<file path="src/cpu_pkg.sv">
// ======================================================================
// shared types, encodings, stage payloads and reset constants for the core
// ======================================================================
package cpu_pkg;

  typedef logic [31:0] word_t;
  typedef logic [4:0]  regbits_t;

  typedef enum logic [5:0] {
    RTYPE = 6'h00, J     = 6'h02, BEQ = 6'h04, ADDIU = 6'h09, ORI  = 6'h0d,
    LUI   = 6'h0f, LW    = 6'h23, SW  = 6'h2b, HALT  = 6'h3f
  } opcode_t;

  typedef enum logic [5:0] {
    ADDU = 6'h21, SUBU = 6'h23, AND = 6'h24, OR = 6'h25, SLT = 6'h2a
  } funct_t;

  typedef enum logic [2:0] {
    ALU_ADD, ALU_SUB, ALU_AND, ALU_OR, ALU_SLT, ALU_PASSB
  } aluop_t;

  typedef enum logic {SRC_REG, SRC_IMM} alusrc_t;
  typedef enum logic {DST_RD, DST_RT} regdst_t;
  typedef enum logic {WB_ALU, WB_MEM} wbsel_t;
  typedef enum logic [1:0] {EXT_ZERO, EXT_SIGN, EXT_UPPER} extend_t;
  typedef enum logic [1:0] {PC_NEXT, PC_JUMP, PC_BRANCH} pcsrc_t;
  typedef enum logic [1:0] {FWD_NONE, FWD_MEM, FWD_WB} fwdsel_t;

  // all-zero value is an inactive bubble
  typedef struct packed {
    logic    wen;
    logic    dren;
    logic    dwen;
    logic    halt;
    aluop_t  alu_op;
    alusrc_t alu_src;
    regdst_t reg_dst;
    wbsel_t  wb_sel;
    extend_t extend;
    logic    branch;
    logic    jump;
  } ctrl_t;

  typedef struct packed {
    word_t instr;
    word_t pc4;
  } if_id_t;

  typedef struct packed {
    ctrl_t    ctrl;
    word_t    pc4;
    word_t    rdat1;
    word_t    rdat2;
    word_t    imm;
    regbits_t rs;
    regbits_t rt;
    regbits_t rd;
  } id_ex_t;

  typedef struct packed {
    ctrl_t    ctrl;
    word_t    result;
    logic     zero;
    word_t    store;
    word_t    br_target;
    regbits_t dest;
  } ex_mem_t;

  typedef struct packed {
    logic     wen;
    wbsel_t   wb_sel;
    logic     halt;
    word_t    result;
    word_t    load;
    regbits_t dest;
  } mem_wb_t;

  localparam word_t PC_INIT  = 32'h0000_0000;
  localparam word_t NOP_WORD = 32'h0000_0000;

endpackage

</file>
<file path="src/cpu_ifs.sv">
// ======================================================================
// hazard_if and forward_if with their modports
// ======================================================================
interface hazard_if import cpu_pkg::*; ();
  // observed pipeline state
  logic     ihit;
  logic     dhit;
  logic     idex_dren;
  regbits_t idex_rt;
  regbits_t ifid_rs;
  regbits_t ifid_rt;
  logic     ifid_jump;
  logic     exmem_taken;
  logic     exmem_req;
  logic     memwb_halt;
  // stall and flush controls
  logic     pc_en;
  pcsrc_t   pc_src;
  logic     ifid_en, ifid_flush;
  logic     idex_en, idex_flush;
  logic     exmem_en, exmem_flush;
  logic     memwb_en, memwb_flush;

  modport dp (
    output ihit, dhit, idex_dren, idex_rt, ifid_rs, ifid_rt, ifid_jump,
           exmem_taken, exmem_req, memwb_halt,
    input  pc_en, pc_src, ifid_en, ifid_flush, idex_en, idex_flush,
           exmem_en, exmem_flush, memwb_en, memwb_flush
  );

  modport hu (
    input  ihit, dhit, idex_dren, idex_rt, ifid_rs, ifid_rt, ifid_jump,
           exmem_taken, exmem_req, memwb_halt,
    output pc_en, pc_src, ifid_en, ifid_flush, idex_en, idex_flush,
           exmem_en, exmem_flush, memwb_en, memwb_flush
  );
endinterface

interface forward_if import cpu_pkg::*; ();
  regbits_t idex_rs, idex_rt;
  regbits_t exmem_dest, memwb_dest;
  logic     exmem_wen, memwb_wen;
  fwdsel_t  fwd_a, fwd_b, fwd_store;

  modport dp (
    output idex_rs, idex_rt, exmem_dest, memwb_dest, exmem_wen, memwb_wen,
    input  fwd_a, fwd_b, fwd_store
  );

  modport fu (
    input  idex_rs, idex_rt, exmem_dest, memwb_dest, exmem_wen, memwb_wen,
    output fwd_a, fwd_b, fwd_store
  );
endinterface

</file>
<file path="src/alu.sv">
// ======================================================================
// combinational ALU with zero flag
// ======================================================================
module alu import cpu_pkg::*; (
  input  word_t  port_a,
  input  word_t  port_b,
  input  aluop_t alu_op,
  output word_t  result,
  output logic   zero
);

  always_comb begin
    case (alu_op)
      ALU_ADD:   result = port_a + port_b;
      ALU_SUB:   result = port_a - port_b;
      ALU_AND:   result = port_a & port_b;
      ALU_OR:    result = port_a | port_b;
      // signed compare
      ALU_SLT:   result = ($signed(port_a) < $signed(port_b)) ? 32'd1 : 32'd0;
      ALU_PASSB: result = port_b;
      default:   result = '0;
    endcase
  end

  // beq uses sub, so zero means equal operands
  assign zero = (result == '0);

endmodule

</file>
<file path="src/register_file.sv">
// ======================================================================
// 32x32 register file, two read ports and one write port
// ======================================================================
module register_file import cpu_pkg::*; (
  input  logic     CLK,
  input  logic     nRST,
  input  logic     wen,
  input  regbits_t wsel,
  input  word_t    wdat,
  input  regbits_t rsel1,
  input  regbits_t rsel2,
  output word_t    rdat1,
  output word_t    rdat2
);

  word_t regs [32];

  always_ff @(posedge CLK, negedge nRST) begin
    if (!nRST) begin
      regs <= '{default: '0};
    end else if (wen && wsel != '0) begin
      regs[wsel] <= wdat;
    end
  end

  // write-before-read bypass
  assign rdat1 = (wen && wsel != '0 && wsel == rsel1) ? wdat : regs[rsel1];
  assign rdat2 = (wen && wsel != '0 && wsel == rsel2) ? wdat : regs[rsel2];

endmodule

</file>
<file path="src/control_unit.sv">
// ======================================================================
// instruction decode into ID stage control fields
// ======================================================================
module control_unit import cpu_pkg::*; (
  input  opcode_t opcode,
  input  funct_t  funct,
  output ctrl_t   ctrl
);

  always_comb begin
    // unknown encodings fall out as a bubble
    ctrl = '0;
    case (opcode)
      RTYPE: begin
        ctrl.reg_dst = DST_RD;
        ctrl.wen = 1'b1;
        case (funct)
          ADDU:    ctrl.alu_op = ALU_ADD;
          SUBU:    ctrl.alu_op = ALU_SUB;
          AND:     ctrl.alu_op = ALU_AND;
          OR:      ctrl.alu_op = ALU_OR;
          SLT:     ctrl.alu_op = ALU_SLT;
          default: ctrl.wen = 1'b0;
        endcase
      end
      ADDIU, ORI, LUI, LW: begin
        ctrl.wen = 1'b1;
        ctrl.reg_dst = DST_RT;
        ctrl.alu_src = SRC_IMM;
        ctrl.extend = (opcode == ORI) ? EXT_ZERO :
                      (opcode == LUI) ? EXT_UPPER : EXT_SIGN;
        ctrl.alu_op = (opcode == ORI) ? ALU_OR :
                      (opcode == LUI) ? ALU_PASSB : ALU_ADD;
        ctrl.dren = (opcode == LW);
        ctrl.wb_sel = (opcode == LW) ? WB_MEM : WB_ALU;
      end
      SW: begin
        ctrl.dwen = 1'b1;
        ctrl.alu_src = SRC_IMM;
        ctrl.extend = EXT_SIGN;
      end
      BEQ: begin
        // compare by subtraction, offset sign extended
        ctrl.branch = 1'b1;
        ctrl.alu_op = ALU_SUB;
        ctrl.extend = EXT_SIGN;
      end
      J:       ctrl.jump = 1'b1;
      HALT:    ctrl.halt = 1'b1;
      default: ctrl = '0;
    endcase
  end

endmodule

</file>
<file path="src/pipe_reg.sv">
// ======================================================================
// pipeline stage register with enable and flush
// ======================================================================
module pipe_reg #(
  parameter type payload_t = logic
) (
  input  logic     CLK,
  input  logic     nRST,
  input  logic     en,
  input  logic     flush,
  input  payload_t d,
  output payload_t q
);

  // flush wins over enable and leaves a bubble
  always_ff @(posedge CLK, negedge nRST) begin
    if (!nRST) begin
      q <= '0;
    end else if (flush) begin
      q <= '0;
    end else if (en) begin
      q <= d;
    end
  end

endmodule

</file>
<file path="src/forward_unit.sv">
// ======================================================================
// operand and store-data forwarding select
// ======================================================================
module forward_unit import cpu_pkg::*; (
  forward_if.fu fif
);

  // youngest producer wins, register 0 never forwards
  function automatic fwdsel_t pick(input regbits_t src, input regbits_t mem_dest,
                                   input logic mem_wen, input regbits_t wb_dest,
                                   input logic wb_wen);
    if (mem_wen && mem_dest != '0 && mem_dest == src) begin
      return FWD_MEM;
    end else if (wb_wen && wb_dest != '0 && wb_dest == src) begin
      return FWD_WB;
    end
    return FWD_NONE;
  endfunction

  assign fif.fwd_a = pick(fif.idex_rs, fif.exmem_dest, fif.exmem_wen,
                          fif.memwb_dest, fif.memwb_wen);
  assign fif.fwd_b = pick(fif.idex_rt, fif.exmem_dest, fif.exmem_wen,
                          fif.memwb_dest, fif.memwb_wen);
  // sw data follows rt even when port b takes the immediate
  assign fif.fwd_store = pick(fif.idex_rt, fif.exmem_dest, fif.exmem_wen,
                              fif.memwb_dest, fif.memwb_wen);

endmodule

</file>
<file path="src/hazard_unit.sv">
// ======================================================================
// per-stage enables, flushes and PC source
// ======================================================================
module hazard_unit import cpu_pkg::*; (
  hazard_if.hu hif
);

  logic load_use;

  assign load_use = hif.idex_dren &&
                    (hif.idex_rt == hif.ifid_rs || hif.idex_rt == hif.ifid_rt);

  always_comb begin
    hif.pc_en = 1'b1;
    hif.pc_src = PC_NEXT;
    hif.ifid_en = 1'b1;
    hif.idex_en = 1'b1;
    hif.exmem_en = 1'b1;
    hif.memwb_en = 1'b1;
    hif.ifid_flush = 1'b0;
    hif.idex_flush = 1'b0;
    hif.exmem_flush = 1'b0;
    // nothing behind writeback to squash
    hif.memwb_flush = 1'b0;

    // halted or waiting on data memory: freeze everything
    if (hif.memwb_halt || (hif.exmem_req && !hif.dhit)) begin
      hif.pc_en = 1'b0;
      hif.ifid_en = 1'b0;
      hif.idex_en = 1'b0;
      hif.exmem_en = 1'b0;
      hif.memwb_en = 1'b0;
    end else if (hif.exmem_taken) begin
      hif.pc_src = PC_BRANCH;
      hif.ifid_flush = 1'b1;
      hif.idex_flush = 1'b1;
      hif.exmem_flush = 1'b1;
    end else if (load_use || !hif.ihit) begin
      // hold fetch and decode, bubble into EX
      hif.pc_en = hif.ifid_jump && !load_use;
      hif.pc_src = (hif.ifid_jump && !load_use) ? PC_JUMP : PC_NEXT;
      hif.ifid_en = 1'b0;
      hif.ifid_flush = hif.ifid_jump && !load_use;
      hif.idex_flush = load_use || !hif.ifid_jump;
    end else if (hif.ifid_jump) begin
      hif.pc_src = PC_JUMP;
      hif.ifid_flush = 1'b1;
    end
  end

endmodule

</file>
<file path="src/datapath.sv">
// ======================================================================
// pipelined core top: PC, extender, muxes and stage instances
// ======================================================================
module datapath import cpu_pkg::*; (
  input  logic  CLK,
  input  logic  nRST,
  input  word_t imem_load,
  input  logic  ihit,
  input  word_t dmem_load,
  input  logic  dhit,
  output word_t imem_addr,
  output logic  dmem_ren,
  output logic  dmem_wen,
  output word_t dmem_addr,
  output word_t dmem_store,
  output logic  halt
);

  word_t   pc, pc4, next_pc, jump_target;
  word_t   rdat1, rdat2, imm_ext, wdat;
  word_t   operand_a, operand_b, port_b, alu_result;
  logic    alu_zero;
  ctrl_t   id_ctrl;
  if_id_t  if_id_d, if_id_q;
  id_ex_t  id_ex_d, id_ex_q;
  ex_mem_t ex_mem_d, ex_mem_q;
  mem_wb_t mem_wb_d, mem_wb_q;

  hazard_if  hif ();
  forward_if fif ();

  function automatic word_t fwd_mux(input fwdsel_t sel, input word_t reg_val,
                                    input word_t mem_val, input word_t wb_val);
    case (sel)
      FWD_MEM: return mem_val;
      FWD_WB:  return wb_val;
      default: return reg_val;
    endcase
  endfunction

  // fetch
  assign pc4 = pc + 32'd4;
  assign imem_addr = pc;

  always_comb begin
    case (hif.pc_src)
      PC_JUMP:   next_pc = jump_target;
      PC_BRANCH: next_pc = ex_mem_q.br_target;
      default:   next_pc = pc4;
    endcase
  end

  always_ff @(posedge CLK, negedge nRST) begin
    if (!nRST) begin
      pc <= PC_INIT;
    end else if (hif.pc_en) begin
      pc <= next_pc;
    end
  end

  always_comb begin
    if_id_d.instr = imem_load;
    if_id_d.pc4 = pc4;
  end

  pipe_reg #(.payload_t(if_id_t)) u_if_id (
    .CLK, .nRST, .en(hif.ifid_en), .flush(hif.ifid_flush), .d(if_id_d), .q(if_id_q)
  );

  // decode
  control_unit u_ctrl (
    .opcode(opcode_t'(if_id_q.instr[31:26])),
    .funct(funct_t'(if_id_q.instr[5:0])),
    .ctrl(id_ctrl)
  );

  register_file u_rf (
    .CLK, .nRST, .wen(mem_wb_q.wen), .wsel(mem_wb_q.dest), .wdat(wdat),
    .rsel1(if_id_q.instr[25:21]), .rsel2(if_id_q.instr[20:16]), .rdat1, .rdat2
  );

  always_comb begin
    case (id_ctrl.extend)
      EXT_ZERO:  imm_ext = {16'h0000, if_id_q.instr[15:0]};
      EXT_SIGN:  imm_ext = {{16{if_id_q.instr[15]}}, if_id_q.instr[15:0]};
      EXT_UPPER: imm_ext = {if_id_q.instr[15:0], 16'h0000};
      default:   imm_ext = '0;
    endcase
  end

  assign jump_target = {if_id_q.pc4[31:28], if_id_q.instr[25:0], 2'b00};

  always_comb begin
    id_ex_d.ctrl = id_ctrl;
    id_ex_d.pc4 = if_id_q.pc4;
    id_ex_d.rdat1 = rdat1;
    id_ex_d.rdat2 = rdat2;
    id_ex_d.imm = imm_ext;
    id_ex_d.rs = if_id_q.instr[25:21];
    id_ex_d.rt = if_id_q.instr[20:16];
    id_ex_d.rd = if_id_q.instr[15:11];
  end

  pipe_reg #(.payload_t(id_ex_t)) u_id_ex (
    .CLK, .nRST, .en(hif.idex_en), .flush(hif.idex_flush), .d(id_ex_d), .q(id_ex_q)
  );

  // execute
  assign operand_a = fwd_mux(fif.fwd_a, id_ex_q.rdat1, ex_mem_q.result, wdat);
  assign operand_b = fwd_mux(fif.fwd_b, id_ex_q.rdat2, ex_mem_q.result, wdat);
  assign port_b = (id_ex_q.ctrl.alu_src == SRC_IMM) ? id_ex_q.imm : operand_b;

  alu u_alu (
    .port_a(operand_a), .port_b(port_b), .alu_op(id_ex_q.ctrl.alu_op),
    .result(alu_result), .zero(alu_zero)
  );

  always_comb begin
    ex_mem_d.ctrl = id_ex_q.ctrl;
    ex_mem_d.result = alu_result;
    ex_mem_d.zero = alu_zero;
    ex_mem_d.store = fwd_mux(fif.fwd_store, id_ex_q.rdat2, ex_mem_q.result, wdat);
    ex_mem_d.br_target = id_ex_q.pc4 + (id_ex_q.imm << 2);
    ex_mem_d.dest = (id_ex_q.ctrl.reg_dst == DST_RT) ? id_ex_q.rt : id_ex_q.rd;
  end

  pipe_reg #(.payload_t(ex_mem_t)) u_ex_mem (
    .CLK, .nRST, .en(hif.exmem_en), .flush(hif.exmem_flush), .d(ex_mem_d), .q(ex_mem_q)
  );

  // memory, requests drop once halted
  assign dmem_ren = ex_mem_q.ctrl.dren && !halt;
  assign dmem_wen = ex_mem_q.ctrl.dwen && !halt;
  assign dmem_addr = ex_mem_q.result;
  assign dmem_store = ex_mem_q.store;

  always_comb begin
    mem_wb_d.wen = ex_mem_q.ctrl.wen;
    mem_wb_d.wb_sel = ex_mem_q.ctrl.wb_sel;
    mem_wb_d.halt = ex_mem_q.ctrl.halt;
    mem_wb_d.result = ex_mem_q.result;
    mem_wb_d.load = dmem_load;
    mem_wb_d.dest = ex_mem_q.dest;
  end

  pipe_reg #(.payload_t(mem_wb_t)) u_mem_wb (
    .CLK, .nRST, .en(hif.memwb_en), .flush(hif.memwb_flush), .d(mem_wb_d), .q(mem_wb_q)
  );

  // writeback
  assign wdat = (mem_wb_q.wb_sel == WB_MEM) ? mem_wb_q.load : mem_wb_q.result;
  assign halt = mem_wb_q.halt;

  // hazard and forwarding hookup
  assign hif.ihit = ihit;
  assign hif.dhit = dhit;
  assign hif.idex_dren = id_ex_q.ctrl.dren;
  assign hif.idex_rt = id_ex_q.rt;
  assign hif.ifid_rs = if_id_q.instr[25:21];
  assign hif.ifid_rt = if_id_q.instr[20:16];
  assign hif.ifid_jump = id_ctrl.jump;
  assign hif.exmem_taken = ex_mem_q.ctrl.branch && ex_mem_q.zero;
  assign hif.exmem_req = ex_mem_q.ctrl.dren || ex_mem_q.ctrl.dwen;
  assign hif.memwb_halt = mem_wb_q.halt;

  assign fif.idex_rs = id_ex_q.rs;
  assign fif.idex_rt = id_ex_q.rt;
  assign fif.exmem_dest = ex_mem_q.dest;
  assign fif.exmem_wen = ex_mem_q.ctrl.wen;
  assign fif.memwb_dest = mem_wb_q.dest;
  assign fif.memwb_wen = mem_wb_q.wen;

  hazard_unit  u_hazard (.hif(hif.hu));
  forward_unit u_forward (.fif(fif.fu));

endmodule

</file>
<file path="config.mk">
export PLATFORM = sky130hd
export DESIGN_NAME = datapath
export DESIGN_NICKNAME = d
export VERILOG_FILES = /design/src/cpu_pkg.sv /design/src/cpu_ifs.sv /design/src/alu.sv /design/src/register_file.sv /design/src/control_unit.sv /design/src/pipe_reg.sv /design/src/forward_unit.sv /design/src/hazard_unit.sv /design/src/datapath.sv
export SDC_FILE = /design/constraint.sdc
export NUM_CORES = 2
export LEC_CHECK = 0
export BUFFER_PORTS_ARGS = -buffer_cell sky130_fd_sc_hd__buf_2
export CAP_MARGIN = 25
export CORE_MARGIN = 10
export CORE_UTILIZATION = 31
export DETAILED_ROUTE_END_ITERATION = 6
export PLACE_DENSITY_LB_ADDON = 0.15
export SLEW_MARGIN = 20
export SYNTH_ARGS = -nofsm -noshare
export SYNTH_HDL_FRONTEND = slang
export SYNTH_SLANG_ARGS = --single-unit
</file>
<file path="constraint.sdc">
create_clock -name CLK -period 8.21 [get_ports CLK]
set_clock_uncertainty 0.1 [all_clocks]
set_input_delay 0 -clock CLK [delete_from_list [all_inputs] [get_ports CLK]]
set_output_delay 0 -clock CLK [all_outputs]
set_load 0.02 [all_outputs]
</file>
# Yosys cells after proc, flatten, opt, wreduce, memory -nomap -nowiden
# Cells that the tools add are included.
[op_classes]
add_sub_neg = 4
order_cmp = 5
n_eq_ne = 36
mux = 74
n_bitwise = 5
n_reduce_logical = 36
[ops]
columns = ["operator", "count"]
rows = [
  ["$bwmux 1024", 1],
  ["$bmux 32 s5", 2],
  ["$mux 157", 2],
  ["$mux 32", 9],
  ["$mux 116", 2],
  ["$pmux 32 s2", 3],
  ["$pmux 32 s6", 1],
  ["$demux 32 s5", 1],
  ["$mux 64", 2],
  ["$pmux 32 s3", 1],
  ["$add 32x32->32", 2],
  ["$eq 6x6->1 const B", 8],
  ["$eq 5x5->1", 8],
  ["$add 32x3->32 const B", 1],
  ["$and 32x32->32", 1],
  ["$logic_not 32->1", 1],
  ["$lt 32x32->1", 1],
  ["$mux 1", 32],
  ["$or 32x32->32", 1],
  ["$sub 32x32->32", 1],
  ["$mux 2", 11],
  ["$eq 6x4->1 const B", 3],
  ["$ge 6x6->1 const B", 3],
  ["$not 5->6", 3],
  ["other kinds (26)", 60],
]
[totals]
reg_bits = 1457
input_bits = 68
output_inout_bits = 99

# Depth between registers and ports, before layout
[logic_depth]
ltp_word = 15
mapped_depth = 24
ltp_nobuf = 21

# Modules after synthesis
# Synthesis repeated with hierarchy kept, for this count alone.
[hier_totals]
cells_unflattened = 6852
area_unflattened_um2 = 83896.7
[by_module_without_submodules]
columns = ["mod", "instances", "cells_each", "area_each_um2", "seq_area_each_um2"]
rows = [
  ["register_file", 1, 3488, 53477.5, 25624.6],
  ["datapath", 1, 1001, 6819.0, 800.8],
  ["pipe_reg at u_id_ex", 1, 506, 6473.7, 3928.8],
  ["alu", 1, 929, 6123.4, 0.0],
  ["pipe_reg at u_ex_mem", 1, 374, 4684.5, 2902.8],
  ["pipe_reg at u_mem_wb", 1, 232, 2940.3, 1801.7],
  ["pipe_reg at u_if_id", 1, 206, 2611.3, 1601.5],
  ["control_unit", 1, 47, 272.8, 0.0],
  ["forward_unit", 1, 36, 272.8, 0.0],
  ["hazard_unit", 1, 33, 221.5, 0.0],
]

# Least setup slack after synthesis
# Ideal clock, no wire load.
[synth_path]
kind = "register to register"
startpoint = "register u_id_ex.q[6] in the netlist's numbering"
endpoint = "register u_ex_mem.q[69] in the netlist's numbering"
arrival_time_ns = 5.852
path_slack_ns = 2.166
stages_incl_launch_ff = 22
path_buffers = 4
cell_sequence = "dfrtp_1 clkbuf_1 xnor2_1 o2111ai_2 nor2_1 clkbuf_1 buf_1 buf_1 mux2_2 mux2_2 ha_1 a211oi_1 nor2_1 o21ai_0 nand2_1 a311oi_1 mux2_2 or3_1 a2111oi_1 nand4_1 or4_1 o31ai_2"
[synth_between]
elab_chain_cells = 14
elab_cells_between_ends = 22
classes_between = "add/sub (2); order compare (1); eq/ne (4); mux (10); bitwise (2); reduce/logical (3)"
[synth_rtl]
columns = ["element", "line", "rtl"]
rows = [
  ["start, declared", "pipe_reg.sv:12", "output payload_t q"],
  ["start signal, assigned", "pipe_reg.sv:18", "q <= '0;"],
  ["start signal, assigned", "pipe_reg.sv:20", "q <= '0;"],
  ["start signal, assigned", "pipe_reg.sv:22", "q <= d;"],
  ["$eq 5x5->1", "forward_unit.sv:14", "end else if (wb_wen && wb_dest != '0 && wb_dest == src) begin"],
  ["$logic_and 1x1->1", "forward_unit.sv:14", ""],
  ["$mux 1", "forward_unit.sv:14", ""],
  ["$mux 1", "forward_unit.sv:12", "if (mem_wen && mem_dest != '0 && mem_dest == src) begin"],
  ["$mux 2 (*)", "forward_unit.sv:17", "return FWD_NONE;"],
  ["$eq 2x2->1 or $eq 2x1->1 (tied branches)", "datapath.sv:34", "case (sel)"],
  ["$pmux 32 s2 (*)", "datapath.sv:34", ""],
  ["$mux 32 (*)", "datapath.sv:111", "assign port_b = (id_ex_q.ctrl.alu_src == SRC_IMM) ? id_ex_q.imm : operand_b;"],
  ["$lt 32x32->1", "alu.sv:19", "ALU_SLT: result = ($signed(port_a) < $signed(port_b)) ? 32'd1 : 32'd0;"],
  ["$mux 1", "alu.sv:19", ""],
  ["$pmux 32 s6 (*)", "alu.sv:13", "case (alu_op)"],
  ["$logic_not 32->1 (*)", "alu.sv:26", "assign zero = (result == '0);"],
  ["$mux 116 (*)", "pipe_reg.sv:21", "end else if (en) begin"],
  ["$mux 116 (*)", "pipe_reg.sv:19", "end else if (flush) begin"],
  ["end signal, assigned", "pipe_reg.sv:18", ""],
  ["end signal, assigned", "pipe_reg.sv:20", ""],
  ["end signal, assigned", "pipe_reg.sv:22", ""],
  ["end, declared", "pipe_reg.sv:12", ""],
]
# Mark *: on every way between the ends. The rest lies on a longest branch, timed or not. The select of a mux whose other input is x is not followed.
# A chain may end at the register's enable or synchronous reset.

# Worst setup path in the final report
[layout_path]
startpoint = "register u_mem_wb.q[0] in the netlist's numbering"
endpoint = "register u_ex_mem.q[69] in the netlist's numbering"
[layout_between]
elab_chain_cells = 15
elab_cells_between_ends = 29
classes_between = "add/sub (2); order compare (1); eq/ne (6); mux (13); bitwise (2); reduce/logical (5)"
[layout_rtl]
columns = ["element", "line"]
rows = [
  ["start, declared", "pipe_reg.sv:12"],
  ["start signal, assigned", "pipe_reg.sv:18"],
  ["start signal, assigned", "pipe_reg.sv:20"],
  ["start signal, assigned", "pipe_reg.sv:22"],
  ["$reduce_bool 5->1", "forward_unit.sv:14"],
  ["$logic_and 1x1->1 (2 in a row)", "forward_unit.sv:14"],
  ["$mux 1", "forward_unit.sv:14"],
  ["$mux 1", "forward_unit.sv:12"],
  ["$mux 2", "forward_unit.sv:17"],
  ["$eq 2x2->1 or $eq 2x1->1 (tied branches)", "datapath.sv:34"],
  ["$pmux 32 s2", "datapath.sv:34"],
  ["$mux 32", "datapath.sv:111"],
  ["$lt 32x32->1", "alu.sv:19"],
  ["$mux 1", "alu.sv:19"],
  ["$pmux 32 s6 (*)", "alu.sv:13"],
  ["$logic_not 32->1 (*)", "alu.sv:26"],
  ["$mux 116 (*)", "pipe_reg.sv:21"],
  ["$mux 116 (*)", "pipe_reg.sv:19"],
]
# Marked as above.

==> metrics.yaml <==
synthTopCellsByCount: "dfrtp_1 (1,452), nand2_1 (1,140), o21ai_0 (883)"
cts.sinks: 1452
worstMarginPinSlew_ns: 1.11
synth_area_per_cell_um2: 10.6
clockBufferDepth: 3
drt_wl_total_um: 300000
fp-row-count: 185
yosysUniqueCellTypes: 87
start_util_pct: 31.1
p_seq_share_pct: 35.7
place_area_um2: 83100
finalWeightedCongestion: 0.921
switchingPower_w: 0.0102
drv_slew: 0
grt_pass1_vias: 60424
seq_area_um2: 36400
crit_fanout: 33
finalNetCount: 7488
synth_most_common_cell: "dfrtp_1"
pwr-share-clk_pct: 30.3
vias_per_cell: 5.55
p_int_w: 0.0155
cts-root-buf: "clkbuf_16"
cts-buffers-inserted: 165
vdd_drop_max_v: 0.000239
cp.required_ns: 8.86
h-tree-depth: 4
fin_crit_sh_pct: 88.5
status: "finished, final reports clean"
overflow: 0
fmax_mhz: 138
cp-start-kind: "flop"
portBuffers: 166
hold_viol: 0
finalSetupTns_ns: 0
syn_nets: 7617
slowest_delay_ns: 0.66
dr.pass1.iters: 6
postCtsSetupBuffers: 0
p_leak_nw: 38.0
ioPinCount: 167
slowest_stage: "or4_1"
grt_pass1_wl_um: 440000
whs_ns: 0.104
via_count: 59858
design.core.area_um2: 254000
rsz0062_at_grt: "false"
synth_edf_count: 0
worst-setup-path-type: "flop to flop"
netlist.area_leader.share_pct: 46.1
yosysTopAreaCell: "dfrtp_1"
drc: 0
setup_viol: 0
powerDensity_nw_per_um2: 285
fillCellCount: 25096
post_drt_wl_per_cell_um: 27.8
hp-class: "input port to flop"
antenna_found_initial: 14
syn_area_um2: 78800
insertion_delay_ns: 0.84
yosysSeqAreaShare_pct: 46.1
multi_input_area_um2: 39500
yosys_most_used_dff: "dfrtp_1"
die_area_um2: 275000
switching_share_pct: 39.7
min_period_ns: 7.26
dp_hpwl_um: 185000
path_cells: "or2_1 > o41ai_4 > nor4_4 > buf_4 > buf_4 > mux2i_1 > mux2_2 > mux2_2 > ha_1 > inv_1 > a311o_1 > o211a_1 > nand2b_1 > a2111oi_0 > a21o_1 > xnor2_1 > o221ai_1 > or4_1 > or4_1 > o31ai_2"
ys.warnings.count: 0
die_y_um: 524
synthToLayoutAreaGrowth_pct: 14.4
antenna_left: 0
die_w_um: 524
max_cap_violations: 0
cts_tree: "done"
drive_gt1_share_pct: 19.1
grt_max_degree: 158
critPathTopFamily: "simple AND/OR/NAND/NOR gates"
drt_iter0_drc: 5572
finalInstanceArea_um2: 90200
power_frac_comb_pct: 33.9
cp.buffers_inverters: 3
relSlewSlack_pct: 26.1
clk_pin_slew_ns: 0.06
worstPathArrival_ns: 7.92
critPathCaptureType: "flop"
synth_cells: 7413
synthTopCellsByArea: "dfrtp_1 (46%), mux4_2 (18%), o21ai_0 (5.6%)"
async_flop_share_pct: 100
track_usage_pct: 21.5
ys_seq_elements: 1452
p_total_w: 0.0257
## area by class of cell
class | count | share of cell area (%)
clock buffer | 250 | 5.46
inverter | 127 | 0.529
timing repair buffer | 481 | 4.35
antenna | 3 | 0.00832
tap | 3366 | 4.67
multi-input combinational | 5057 | 43.8
clock inverter | 54 | 0.819
sequential | 1452 | 40.3
## kinds of logic (layout without fill, tap and decap cells)
family                     Yosys count  count (layout)  synth area share [%]
other                                0               3                     0
muxes                              745             745                  19.7
DFF                               1452            1452                  46.1
xor gates and xnor gates           115             115                  1.28
buffers and inverters              904             912                  4.66
AOI/OAI and AO/OA                 2079            2079                  15.7
adders and majority gates          136             136                  2.19
and+or+nand+nor                   1982            1982                  10.3
## through the flow
| step | std cells | utilization (%) | setup WS [ns] |
|---|---|---|---|
| floorplan | 7413 | - | 2.17 |
| global placement | 10341 | 32.7 | 0.795 |
| CTS | 10785 | 35.5 | 0.991 |
| detailed placement | 10346 | 32.8 | 0.995 |
| global route | 10787 | 35.5 | 0.463 |
| finish | 10790 | 35.5 | 0.946 |
## worst min-delay path, stage by stage
cell and delay, ns:
dlygate4sd3_1 0.53, buf_2 0.11, nand2_1 0.21, nand2_1 0.13
## registers in the layout, indices dropped and copies added, names as in the netlist
signal	cells
u_mem_wb.q	72
u_id_ex.q	153
u_rf.regs	1024
imem_addr	32
u_ex_mem.q	107
u_if_id.q	64
## power by group through the flow
stage	sequential, W	clock [W]	combinational [W]
4_1_cts	0.00917	0.00798	0.00878
6_report	0.00918	0.00779	0.00872
3_3_place_gp	0.00929	0	0.00866
3_5_place_dp	0.00929	0	0.00869
5_1_grt	0.00927	0.00825	0.00932
2_1_floorplan	0.00841	0	0.00595
## timing repair
item                      in CTS  in global routing
gates resized for setup        0                  0
hold endpoints to repair    1044                  0
hold buffers                 135                  0
## layer usage
layer / GRT usage (%) / wire length, µm
met1: 29.5 / 132000
met3: 3.35 / 17400
met5: 0 / 13
met2: 34.9 / 140000
met4: 7.10 / 10700
## worst paths after layout
kind / start / endpoint / slack [ns] / cells after the start
worst max-delay path: u_mem_wb.q[0] / u_ex_mem.q[69] / 0.95 / 20
worst min-delay path: dmem_load[21] / u_mem_wb.q[26] / 0.10 / 4
worst max register to register: u_mem_wb.q[0] / u_ex_mem.q[69] / 0.95 / 20
worst min register to register: u_rf.regs[998] / u_rf.regs[998] / 0.30 / 0
max in group asynchronous: nRST / imem_addr[14] / 5.99 / 5
min in group asynchronous: nRST / u_ex_mem.q[56] / 0.33 / 4
## cell usage in the layout (no fill, tap or decap), types with 49 or more instances in the layout
master         Yosys  final
dfrtp_1         1452   1439
nand2_1         1140   1125
o21ai_0          883    882
mux4_2           641    641
a21oi_1          589    589
nor2_1           543    526
a22o_1           204    204
clkbuf_16          0    167
buf_2             17    165
buf_4             64    152
dlygate4sd3_1      0    134
ha_1             133    132
inv_1            127    127
a211oi_1          83     83
xnor2_1           78     78
nor2b_1           77     76
nand3_1           58     58
mux2_2            49     49
Power figures use the tool's default switching activity.
